## config.mk

```make
export PLATFORM = sky130hd
export DESIGN_NAME = sparcCore
export DESIGN_NICKNAME = d
export VERILOG_FILES = /design/src/verilog/sparcPkg.sv /design/src/verilog/stageIf.sv /design/src/verilog/instrDecode.sv /design/src/verilog/aluExecute.sv /design/src/verilog/resultStage.sv /design/src/verilog/sparcCore.sv
export SDC_FILE = /design/constraint.sdc
export NUM_CORES = 2
export LEC_CHECK = 0
export ABC_AREA = 1
export BUFFER_PORTS_ARGS = -buffer_cell sky130_fd_sc_hd__buf_2
export CORE_AREA = 2 2 365 458
export DETAILED_ROUTE_END_ITERATION = 6
export DIE_AREA = 0 0 367 460
export GPL_ROUTABILITY_DRIVEN = 1
export SKIP_CTS_REPAIR_TIMING = 1
export SLEW_MARGIN = 0
export SYNTH_ARGS = -nofsm -noshare
export SYNTH_HDL_FRONTEND = slang
export SYNTH_HIERARCHICAL = 1
export SYNTH_SLANG_ARGS = --single-unit
```

## constraint.sdc

```tcl
create_clock -name Clk -period 7.5 [get_ports Clk]
set_input_delay 0.375 -clock Clk [delete_from_list [all_inputs] [get_ports Clk]]
set_output_delay 0.375 -clock Clk [all_outputs]
set_load 0.05 [all_outputs]
```

## src/verilog/sparcPkg.sv

```systemverilog
package sparcPkg;

    localparam int dataWidth    = 32;
    localparam int regAddrWidth = 5;

    typedef logic [dataWidth-1:0]    word_t;
    typedef logic [regAddrWidth-1:0] regAddr_t;

    // Same bit order as the PSR icc field
    typedef struct packed {
        logic n;  // Negative
        logic z;  // Zero
        logic v;  // Signed overflow
        logic c;  // Carry out or borrow
    } condCodes_t;

    typedef enum logic [3:0] {
        opAdd, opAddx, opSub, opSubx,
        opAnd, opAndn, opOr, opOrn, opXor, opXnor,
        opSll, opSrl, opSra,
        opPassB                // sethi
    } aluOp_t;

    // Values are the Bicc cond field
    typedef enum logic [3:0] {
        condBn   = 4'b0000, condBe  = 4'b0001, condBle  = 4'b0010, condBl   = 4'b0011,
        condBleu = 4'b0100, condBcs = 4'b0101, condBneg = 4'b0110, condBvs  = 4'b0111,
        condBa   = 4'b1000, condBne = 4'b1001, condBg   = 4'b1010, condBge  = 4'b1011,
        condBgu  = 4'b1100, condBcc = 4'b1101, condBpos = 4'b1110, condBvc  = 4'b1111
    } branchCond_t;

    typedef enum logic [1:0] {
        fmtBranch = 2'b00,     // Bicc and sethi
        fmtCall   = 2'b01,
        fmtArith  = 2'b10,
        fmtMemory = 2'b11
    } instrFormat_t;

    localparam int opMsb     = 31;
    localparam int opLsb     = 30;
    localparam int rdMsb     = 29;
    localparam int rdLsb     = 25;
    localparam int condMsb   = 28;  // Bit 29 is the annul bit, ignored here
    localparam int condLsb   = 25;
    localparam int op2Msb    = 24;
    localparam int op2Lsb    = 22;
    localparam int op3Msb    = 24;
    localparam int op3Lsb    = 19;
    localparam int rs1Msb    = 18;
    localparam int rs1Lsb    = 14;
    localparam int iBitPos   = 13;
    localparam int simm13Msb = 12;
    localparam int simm13Lsb = 0;
    localparam int rs2Msb    = 4;
    localparam int rs2Lsb    = 0;
    localparam int imm22Msb  = 21;
    localparam int imm22Lsb  = 0;

endpackage

```

## src/verilog/stageIf.sv

```systemverilog
`timescale 1ns/1ps

// Decode register to execute
interface execBundle import sparcPkg::*; ();
    logic        valid;
    aluOp_t      aluOp;
    word_t       opA;
    word_t       opB;
    regAddr_t    rd;
    logic        writeEn;   // Already low for rd 0
    logic        modifyCc;
    logic        isBranch;
    branchCond_t cond;

    modport decodeSide (output valid, aluOp, opA, opB, rd, writeEn, modifyCc, isBranch, cond);
    modport executeSide (input valid, aluOp, opA, opB, rd, writeEn, modifyCc, isBranch, cond);
endinterface

// Execute register to write-back, also read by decode for forwarding
interface resultBundle import sparcPkg::*; ();
    logic     valid;
    regAddr_t rd;
    word_t    data;
    logic     writeEn;
    word_t    aluNow;       // Combinational ALU output of the instruction in execute

    modport executeSide (output valid, rd, data, writeEn, aluNow);
    modport decodeSide (input valid, rd, data, writeEn, aluNow);
    modport resultSide (input valid, rd, data, writeEn);
endinterface

```

## src/verilog/instrDecode.sv

```systemverilog
`timescale 1ns/1ps

module instrDecode import sparcPkg::*;
(
    input  logic     Clk,
    input  logic     rstN,
    input  logic     instrValid,
    input  word_t    instr,
    output regAddr_t rs1Addr,
    output regAddr_t rs2Addr,
    input  word_t    rs1Data,
    input  word_t    rs2Data,
    execBundle.decodeSide   exec,
    resultBundle.decodeSide res
);

    instrFormat_t fmt;
    logic [2:0]   op2;
    logic [5:0]   op3;
    regAddr_t     rd;
    word_t        simm13Ext;
    word_t        fwdA;
    word_t        fwdB;
    logic         decValid;
    logic         decIsBranch;
    logic         decWriteEn;
    aluOp_t       decOp;
    word_t        decOpB;

    // Youngest producer wins, the register file is the fallback
    function automatic word_t forwardOperand(input regAddr_t addr, input word_t rfData);
        word_t value;
        value = rfData;
        if (res.valid && res.writeEn && (res.rd == addr))
            value = res.data;      // Reaches write-back at this edge
        if (exec.valid && exec.writeEn && (exec.rd == addr))
            value = res.aluNow;    // Leaves execute at this edge
        return value;
    endfunction

    assign fmt       = instrFormat_t'(instr[opMsb:opLsb]);
    assign op2       = instr[op2Msb:op2Lsb];
    assign op3       = instr[op3Msb:op3Lsb];
    assign rd        = instr[rdMsb:rdLsb];
    assign rs1Addr   = instr[rs1Msb:rs1Lsb];
    assign rs2Addr   = instr[rs2Msb:rs2Lsb];
    assign simm13Ext = {{(dataWidth - 13){instr[simm13Msb]}}, instr[simm13Msb:simm13Lsb]};

    always_comb
    begin
        fwdA = forwardOperand(rs1Addr, rs1Data);
        fwdB = forwardOperand(rs2Addr, rs2Data);
    end

    always_comb
    begin
        decValid    = 1'b0;
        decIsBranch = 1'b0;
        decOp       = opAdd;
        decOpB      = instr[iBitPos] ? simm13Ext : fwdB;
        case (fmt)
            fmtBranch:
            begin
                if (op2 == 3'b010)
                begin
                    decValid    = 1'b1;    // Bicc
                    decIsBranch = 1'b1;
                end
                else if (op2 == 3'b100)
                begin
                    decValid = 1'b1;       // sethi
                    decOp    = opPassB;
                    decOpB   = {instr[imm22Msb:imm22Lsb], 10'b0};
                end
            end
            fmtArith:
            begin
                decValid = 1'b1;
                case (op3 & 6'b101111)     // Bit 4 only selects the cc variant
                    6'b000000: decOp = opAdd;
                    6'b000001: decOp = opAnd;
                    6'b000010: decOp = opOr;
                    6'b000011: decOp = opXor;
                    6'b000100: decOp = opSub;
                    6'b000101: decOp = opAndn;
                    6'b000110: decOp = opOrn;
                    6'b000111: decOp = opXnor;
                    6'b001000: decOp = opAddx;
                    6'b001100: decOp = opSubx;
                    6'b100101: decOp = opSll;
                    6'b100110: decOp = opSrl;
                    6'b100111: decOp = opSra;
                    default:   decValid = 1'b0;
                endcase
                if (op3[5] && op3[4])
                    decValid = 1'b0;       // No cc form of the shifts
            end
            fmtCall, fmtMemory: ;          // Not decoded, no result
            default: ;
        endcase
        decWriteEn = decValid && !decIsBranch && (rd != '0);
    end

    always_ff @(posedge Clk or negedge rstN)
    begin
        if (!rstN)
        begin
            exec.valid    <= 1'b0;
            exec.writeEn  <= 1'b0;
            exec.modifyCc <= 1'b0;
            exec.isBranch <= 1'b0;
        end
        else
        begin
            exec.valid    <= instrValid && decValid;
            exec.writeEn  <= instrValid && decWriteEn;
            exec.modifyCc <= instrValid && decValid && (fmt == fmtArith) && !op3[5] && op3[4];
            exec.isBranch <= instrValid && decIsBranch;
        end
    end

    always_ff @(posedge Clk)
    begin
        exec.aluOp <= decOp;
        exec.opA   <= fwdA;
        exec.opB   <= decOpB;
        exec.rd    <= rd;
        exec.cond  <= branchCond_t'(instr[condMsb:condLsb]);
    end

endmodule

```

## src/verilog/aluExecute.sv

```systemverilog
`timescale 1ns/1ps

module aluExecute import sparcPkg::*;
(
    input  logic       Clk,
    input  logic       rstN,
    execBundle.executeSide   exec,
    resultBundle.executeSide res,
    output condCodes_t condCodes,
    output logic       branchValid,
    output logic       branchTaken
);

    localparam int msb = dataWidth - 1;

    logic [dataWidth:0] sumWide;    // Extra bit holds carry or borrow
    logic               carryIn;
    word_t              aluResult;
    condCodes_t         aluFlags;
    logic               condTrue;

    assign carryIn = ((exec.aluOp == opAddx) || (exec.aluOp == opSubx)) && condCodes.c;

    always_comb
    begin
        sumWide    = '0;
        aluResult  = '0;
        aluFlags.v = 1'b0;
        aluFlags.c = 1'b0;
        case (exec.aluOp)
            opAdd, opAddx:
            begin
                sumWide    = {1'b0, exec.opA} + {1'b0, exec.opB} + {{dataWidth{1'b0}}, carryIn};
                aluResult  = sumWide[msb:0];
                aluFlags.c = sumWide[dataWidth];
                aluFlags.v = (exec.opA[msb] == exec.opB[msb]) && (aluResult[msb] != exec.opA[msb]);
            end
            opSub, opSubx:
            begin
                sumWide    = {1'b0, exec.opA} - {1'b0, exec.opB} - {{dataWidth{1'b0}}, carryIn};
                aluResult  = sumWide[msb:0];
                aluFlags.c = sumWide[dataWidth];   // Borrow
                aluFlags.v = (exec.opA[msb] != exec.opB[msb]) && (aluResult[msb] != exec.opA[msb]);
            end
            opAnd:   aluResult = exec.opA & exec.opB;
            opAndn:  aluResult = exec.opA & ~exec.opB;
            opOr:    aluResult = exec.opA | exec.opB;
            opOrn:   aluResult = exec.opA | ~exec.opB;
            opXor:   aluResult = exec.opA ^ exec.opB;
            opXnor:  aluResult = exec.opA ^ ~exec.opB;
            opSll:   aluResult = exec.opA << exec.opB[4:0];
            opSrl:   aluResult = exec.opA >> exec.opB[4:0];
            opSra:   aluResult = word_t'($signed(exec.opA) >>> exec.opB[4:0]);
            default: aluResult = exec.opB;         // sethi
        endcase
        aluFlags.n = aluResult[msb];
        aluFlags.z = (aluResult == '0);
    end

    assign res.aluNow = aluResult;

    // Bicc rules against the status register
    always_comb
    begin
        case (exec.cond)
            condBa:   condTrue = 1'b1;
            condBn:   condTrue = 1'b0;
            condBne:  condTrue = !condCodes.z;
            condBe:   condTrue = condCodes.z;
            condBg:   condTrue = !(condCodes.z || (condCodes.n ^ condCodes.v));
            condBle:  condTrue = condCodes.z || (condCodes.n ^ condCodes.v);
            condBge:  condTrue = !(condCodes.n ^ condCodes.v);
            condBl:   condTrue = condCodes.n ^ condCodes.v;
            condBgu:  condTrue = !condCodes.c && !condCodes.z;
            condBleu: condTrue = condCodes.c || condCodes.z;
            condBcc:  condTrue = !condCodes.c;
            condBcs:  condTrue = condCodes.c;
            condBpos: condTrue = !condCodes.n;
            condBneg: condTrue = condCodes.n;
            condBvc:  condTrue = !condCodes.v;
            condBvs:  condTrue = condCodes.v;
            default:  condTrue = 1'b0;
        endcase
    end

    always_ff @(posedge Clk or negedge rstN)
    begin
        if (!rstN)
        begin
            condCodes   <= '0;
            res.valid   <= 1'b0;
            res.writeEn <= 1'b0;
            branchValid <= 1'b0;
            branchTaken <= 1'b0;
        end
        else
        begin
            if (exec.valid && exec.modifyCc)
                condCodes <= aluFlags;
            res.valid   <= exec.valid;
            res.writeEn <= exec.valid && exec.writeEn;
            branchValid <= exec.valid && exec.isBranch;
            branchTaken <= exec.valid && exec.isBranch && condTrue;
        end
    end

    always_ff @(posedge Clk)
    begin
        res.rd   <= exec.rd;
        res.data <= aluResult;
    end

endmodule

```

## src/verilog/resultStage.sv

```systemverilog
`timescale 1ns/1ps

module resultStage import sparcPkg::*;
(
    input  logic     Clk,
    input  logic     rstN,
    resultBundle.resultSide res,
    input  regAddr_t rs1Addr,
    input  regAddr_t rs2Addr,
    output word_t    rs1Data,
    output word_t    rs2Data,
    output logic     resultValid,
    output regAddr_t resultRd,
    output word_t    resultData
);

    localparam int regCount = 2 ** regAddrWidth;

    word_t regFile [1:regCount-1];  // r0 has no storage
    logic  writeNow;

    assign writeNow = res.valid && res.writeEn && (res.rd != '0);

    always_ff @(posedge Clk or negedge rstN)
    begin
        if (!rstN)
        begin
            for (int idx = 1; idx < regCount; idx++)
                regFile[idx] <= '0;
        end
        else if (writeNow)
        begin
            regFile[res.rd] <= res.data;
        end
    end

    // Read ports see the old value during the write cycle
    // decode forwards res.data for that case
    assign rs1Data = (rs1Addr == '0) ? '0 : regFile[rs1Addr];
    assign rs2Data = (rs2Addr == '0) ? '0 : regFile[rs2Addr];

    // Shown one cycle ahead of the register file update
    assign resultValid = writeNow;
    assign resultRd    = res.rd;
    assign resultData  = res.data;

endmodule

```

## src/verilog/sparcCore.sv

```systemverilog
`timescale 1ns/1ps

module sparcCore import sparcPkg::*;
(
    input  logic       Clk,
    input  logic       rstN,
    input  logic       instrValid,
    input  word_t      instr,
    output logic       resultValid,
    output regAddr_t   resultRd,
    output word_t      resultData,
    output logic       branchValid,
    output logic       branchTaken,
    output condCodes_t condCodes
);

    regAddr_t rs1Addr;
    regAddr_t rs2Addr;
    word_t    rs1Data;
    word_t    rs2Data;

    execBundle   execLink ();
    resultBundle resLink ();

    instrDecode instrDecode_inst (
        .Clk        (Clk),
        .rstN       (rstN),
        .instrValid (instrValid),
        .instr      (instr),
        .rs1Addr    (rs1Addr),
        .rs2Addr    (rs2Addr),
        .rs1Data    (rs1Data),
        .rs2Data    (rs2Data),
        .exec       (execLink.decodeSide),
        .res        (resLink.decodeSide)
    );

    aluExecute aluExecute_inst (
        .Clk         (Clk),
        .rstN        (rstN),
        .exec        (execLink.executeSide),
        .res         (resLink.executeSide),
        .condCodes   (condCodes),
        .branchValid (branchValid),
        .branchTaken (branchTaken)
    );

    resultStage resultStage_inst (
        .Clk         (Clk),
        .rstN        (rstN),
        .res         (resLink.resultSide),
        .rs1Addr     (rs1Addr),
        .rs2Addr     (rs2Addr),
        .rs1Data     (rs1Data),
        .rs2Data     (rs2Data),
        .resultValid (resultValid),
        .resultRd    (resultRd),
        .resultData  (resultData)
    );

endmodule

```

==> flow_metrics.tcl <==
set metrics [dict create \
    outcome "finished, violations left" \
    violations "design-rule violations" \
    worst_hold_slack_ns 0.00302 \
    synth.most_common_cell "nand2_1" \
    root_buffer "clkbuf_16" \
    cp.depth 27 \
    min_from "instr[31]" \
    dominantRegCellSynth "dfrtp_1" \
    regArea_mm2 0.0273 \
    gp_congestion 1.03 \
    synth-seq-area-share_pct 37.1 \
    tightest_slew_ns 1.25 \
    ys_warn_count 6 \
    p_per_area_mw_per_mm2 221 \
    power.total_uw 17300 \
    ir_worst_vdd_mv 0.202 \
    yosys-top-cells-count "4046 x nand2_1, 1940 x nand3_1, 1068 x o21ai_0" \
    layout-drive-gt1-share_pct 5.12 \
    slowest_delay_ns 0.51 \
    finalCriticalPeriod_ns 4.85 \
    synth_nets 11600 \
    crit_path_frequent_cell "nand2_1" \
    htree_levels 3 \
    yosysTopAreaCell "dfrtp_1" \
    crit_arrival_ns 5.53 \
    route.detailed.drc 4 \
    chipHeight_um 460 \
    dp_hpwl_mm 204 \
    maxSlewViolCount 0 \
    nets 11000 \
    clock-sinks 1114 \
    io_pins 79 \
    initial_core_util_pct 44.7 \
    syn_avg_cell_area_um2 6.44 \
    clkTransAtPathRegs_ns 0.06 \
    avgRoutedWirePerCell_um 25.2 \
    dieArea_mm2 0.169 \
    cp_max_fo 37 \
    startpoint_type "flop" \
    rsz0062_at_grt "false" \
    drv_cap 0 \
    worstSetupPathType "flop to flop" \
    drtIter0Drc 9969 \
    fmax_ghz 0.206 \
    grtUsageTotal_pct 38.5 \
    vias 78000 \
    clockBufferDepth 3 \
    dr.pass1.iters 7 \
    vias_per_cell 5.90 \
    core_mm2 0.165 \
    fill_cells 17300 \
    synthToLayoutAreaGrowth_pct 6.22 \
    syn_area_mm2 0.0737 \
    hp-class "input pin to flop" \
    async_reset_ff_share_pct 90.1 \
    crit_required_ns 8.19 \
    synth_cell_type_count 58 \
    antenna_left 0 \
    cp_top_family "simple AND/OR/NAND/NOR gates" \
    worstSetupEndpointType "flop" \
    rows 167 \
    ys_ff_latch 1114 \
    setup_viol 0 \
    r2r-start "instrDecode_inst/exec.aluOp[0]" \
    die_x_um 367 \
    cp-startpoint "instrDecode_inst/exec.aluOp[0]" \
    antenna_found_initial 13 \
    grt_pass1_wl_mm 490 \
    tritoncts "yes" \
    insertion_delay_ns 0.81 \
    whs_path_depth 5 \
    grt_max_degree 173 \
    final.setup.tns_ns 0 \
    multiInputGateArea_mm2 0.0383 \
    synth_edf_count 0 \
    hold_viol 0 \
    synth_top_area_share_pct 34.1 \
    slew-limit-headroom_pct 16.8 \
    grt_pass1_vias 73100 \
    crit_slowest_cell "buf_4" \
    grt_overflow 0 \
    wirelength_mm 333 \
    finalCritPeriodShare_pct 64.6 \
    crit_buf_inv 5 \
    netlist_top_cells_area "dfrtp_1 34%, nand2_1 21%, nand3_1 13%" \
    worstRegToRegCells 27 \
    power_leakage_uw 0.0376 \
    portBuffers 78 \
    synth_cells 11400 \
    skew_ns 0.0479 \
    cts_made_buffers 120 \
]
[power by group]
| group | switching [µW] | internal, µW |
|---|---|---|
| Clock | 2750 | 3640 |
| Combinational | 3440 | 945 |
| Sequential | 364 | 6110 |
[metrics by stage]
stage	std cells	instance area, µm²	worst slack, ns	utilization [%]
final	13200	78300	2.65	47.5
after global routing	13200	78200	2.29	47.5
after CTS	13200	78100	2.66	47.4
after detailed placement	13000	73900	2.68	44.9
after global placement	13000	73900	2.63	44.9
after floorplan	11400	73700	3.78	-
[placed cells by master, fill, tap and decap left out, types with 34 or more instances in the layout]
| cell | instances |
|---|---|
| a21oi_1 | 374 |
| nand3_1 | 1939 |
| nand4_1 | 91 |
| dfrtp_1 | 1004 |
| clkbuf_16 | 122 |
| buf_4 | 95 |
| nor2_1 | 450 |
| buf_2 | 69 |
| a31oi_1 | 38 |
| nand2_1 | 4046 |
| ha_1 | 94 |
| dfxtp_1 | 106 |
| inv_1 | 1038 |
| nand2_4 | 34 |
| o21ai_0 | 1068 |
[sequential cells by signal (all words and copies together) (netlist names), 2 cells and up]
signal,count
instrDecode_inst/exec.cond,3
instrDecode_inst/exec.aluOp,4
resultStage_inst/regFile,992
instrDecode_inst/exec.opA,32
aluExecute_inst/condCodes,4
aluExecute_inst/res.data,32
instrDecode_inst/exec.rd,2
aluExecute_inst/res.rd,5
instrDecode_inst/exec.opB,32
[layer usage]
metal	vias up	global-route usage, %	share of wire, %
met5	-	0	0.028
met4	14	23.9	7.0
met3	1069	6.92	9.2
met2	4406	60.6	45
met1	37000	49.1	39
li1	35600	-	-
[final timing paths]
check / to / slack, ns
max: instrDecode_inst/exec.opB[30] / 2.65
max in group asynchronous: resultStage_inst/regFile[342] / 5.39
min reg2reg: aluExecute_inst/res.rd[4] / 0.42
min in group asynchronous: resultStage_inst/regFile[653] / 0.15
max reg2reg: instrDecode_inst/exec.opB[30] / 2.65
min: instrDecode_inst/exec.aluOp[2] / 0.003
[tightest hold or removal path, cell delays in order]
cell,delay [ns]
buf_2,0.10
inv_1,0.04
nor2_1,0.07
nand2_1,0.07
nand2_1,0.05
[layout make-up]
type | count | area share [%]
inverters | 1074 | 5.22
clock inverters | 56 | 0.876
well taps | 2197 | 3.51
clock buffers | 172 | 4.45
repair buffers | 203 | 2.05
flip-flops and latches | 1114 | 34.9
multi-input cells | 8401 | 49.0
diodes | 4 | 0.0128
[logic make-up (layout without fill, tap and decap cells)]
group                      after synthesis  count (layout)  synth area share [%]
xor gates and xnor gates                30              30                 0.357
AOI/OAI and AO/OA                     1575            1575                  11.1
adders and majority gates               98              98                  1.71
buffers and inverters                 1932            1505                  11.2
and+or+nand+nor                       6697            6697                  38.6
muxes                                    1               1                0.0153
DFF                                   1114            1114                  37.1
other                                    0               4                     0
(Power assumes the default switching activity.)
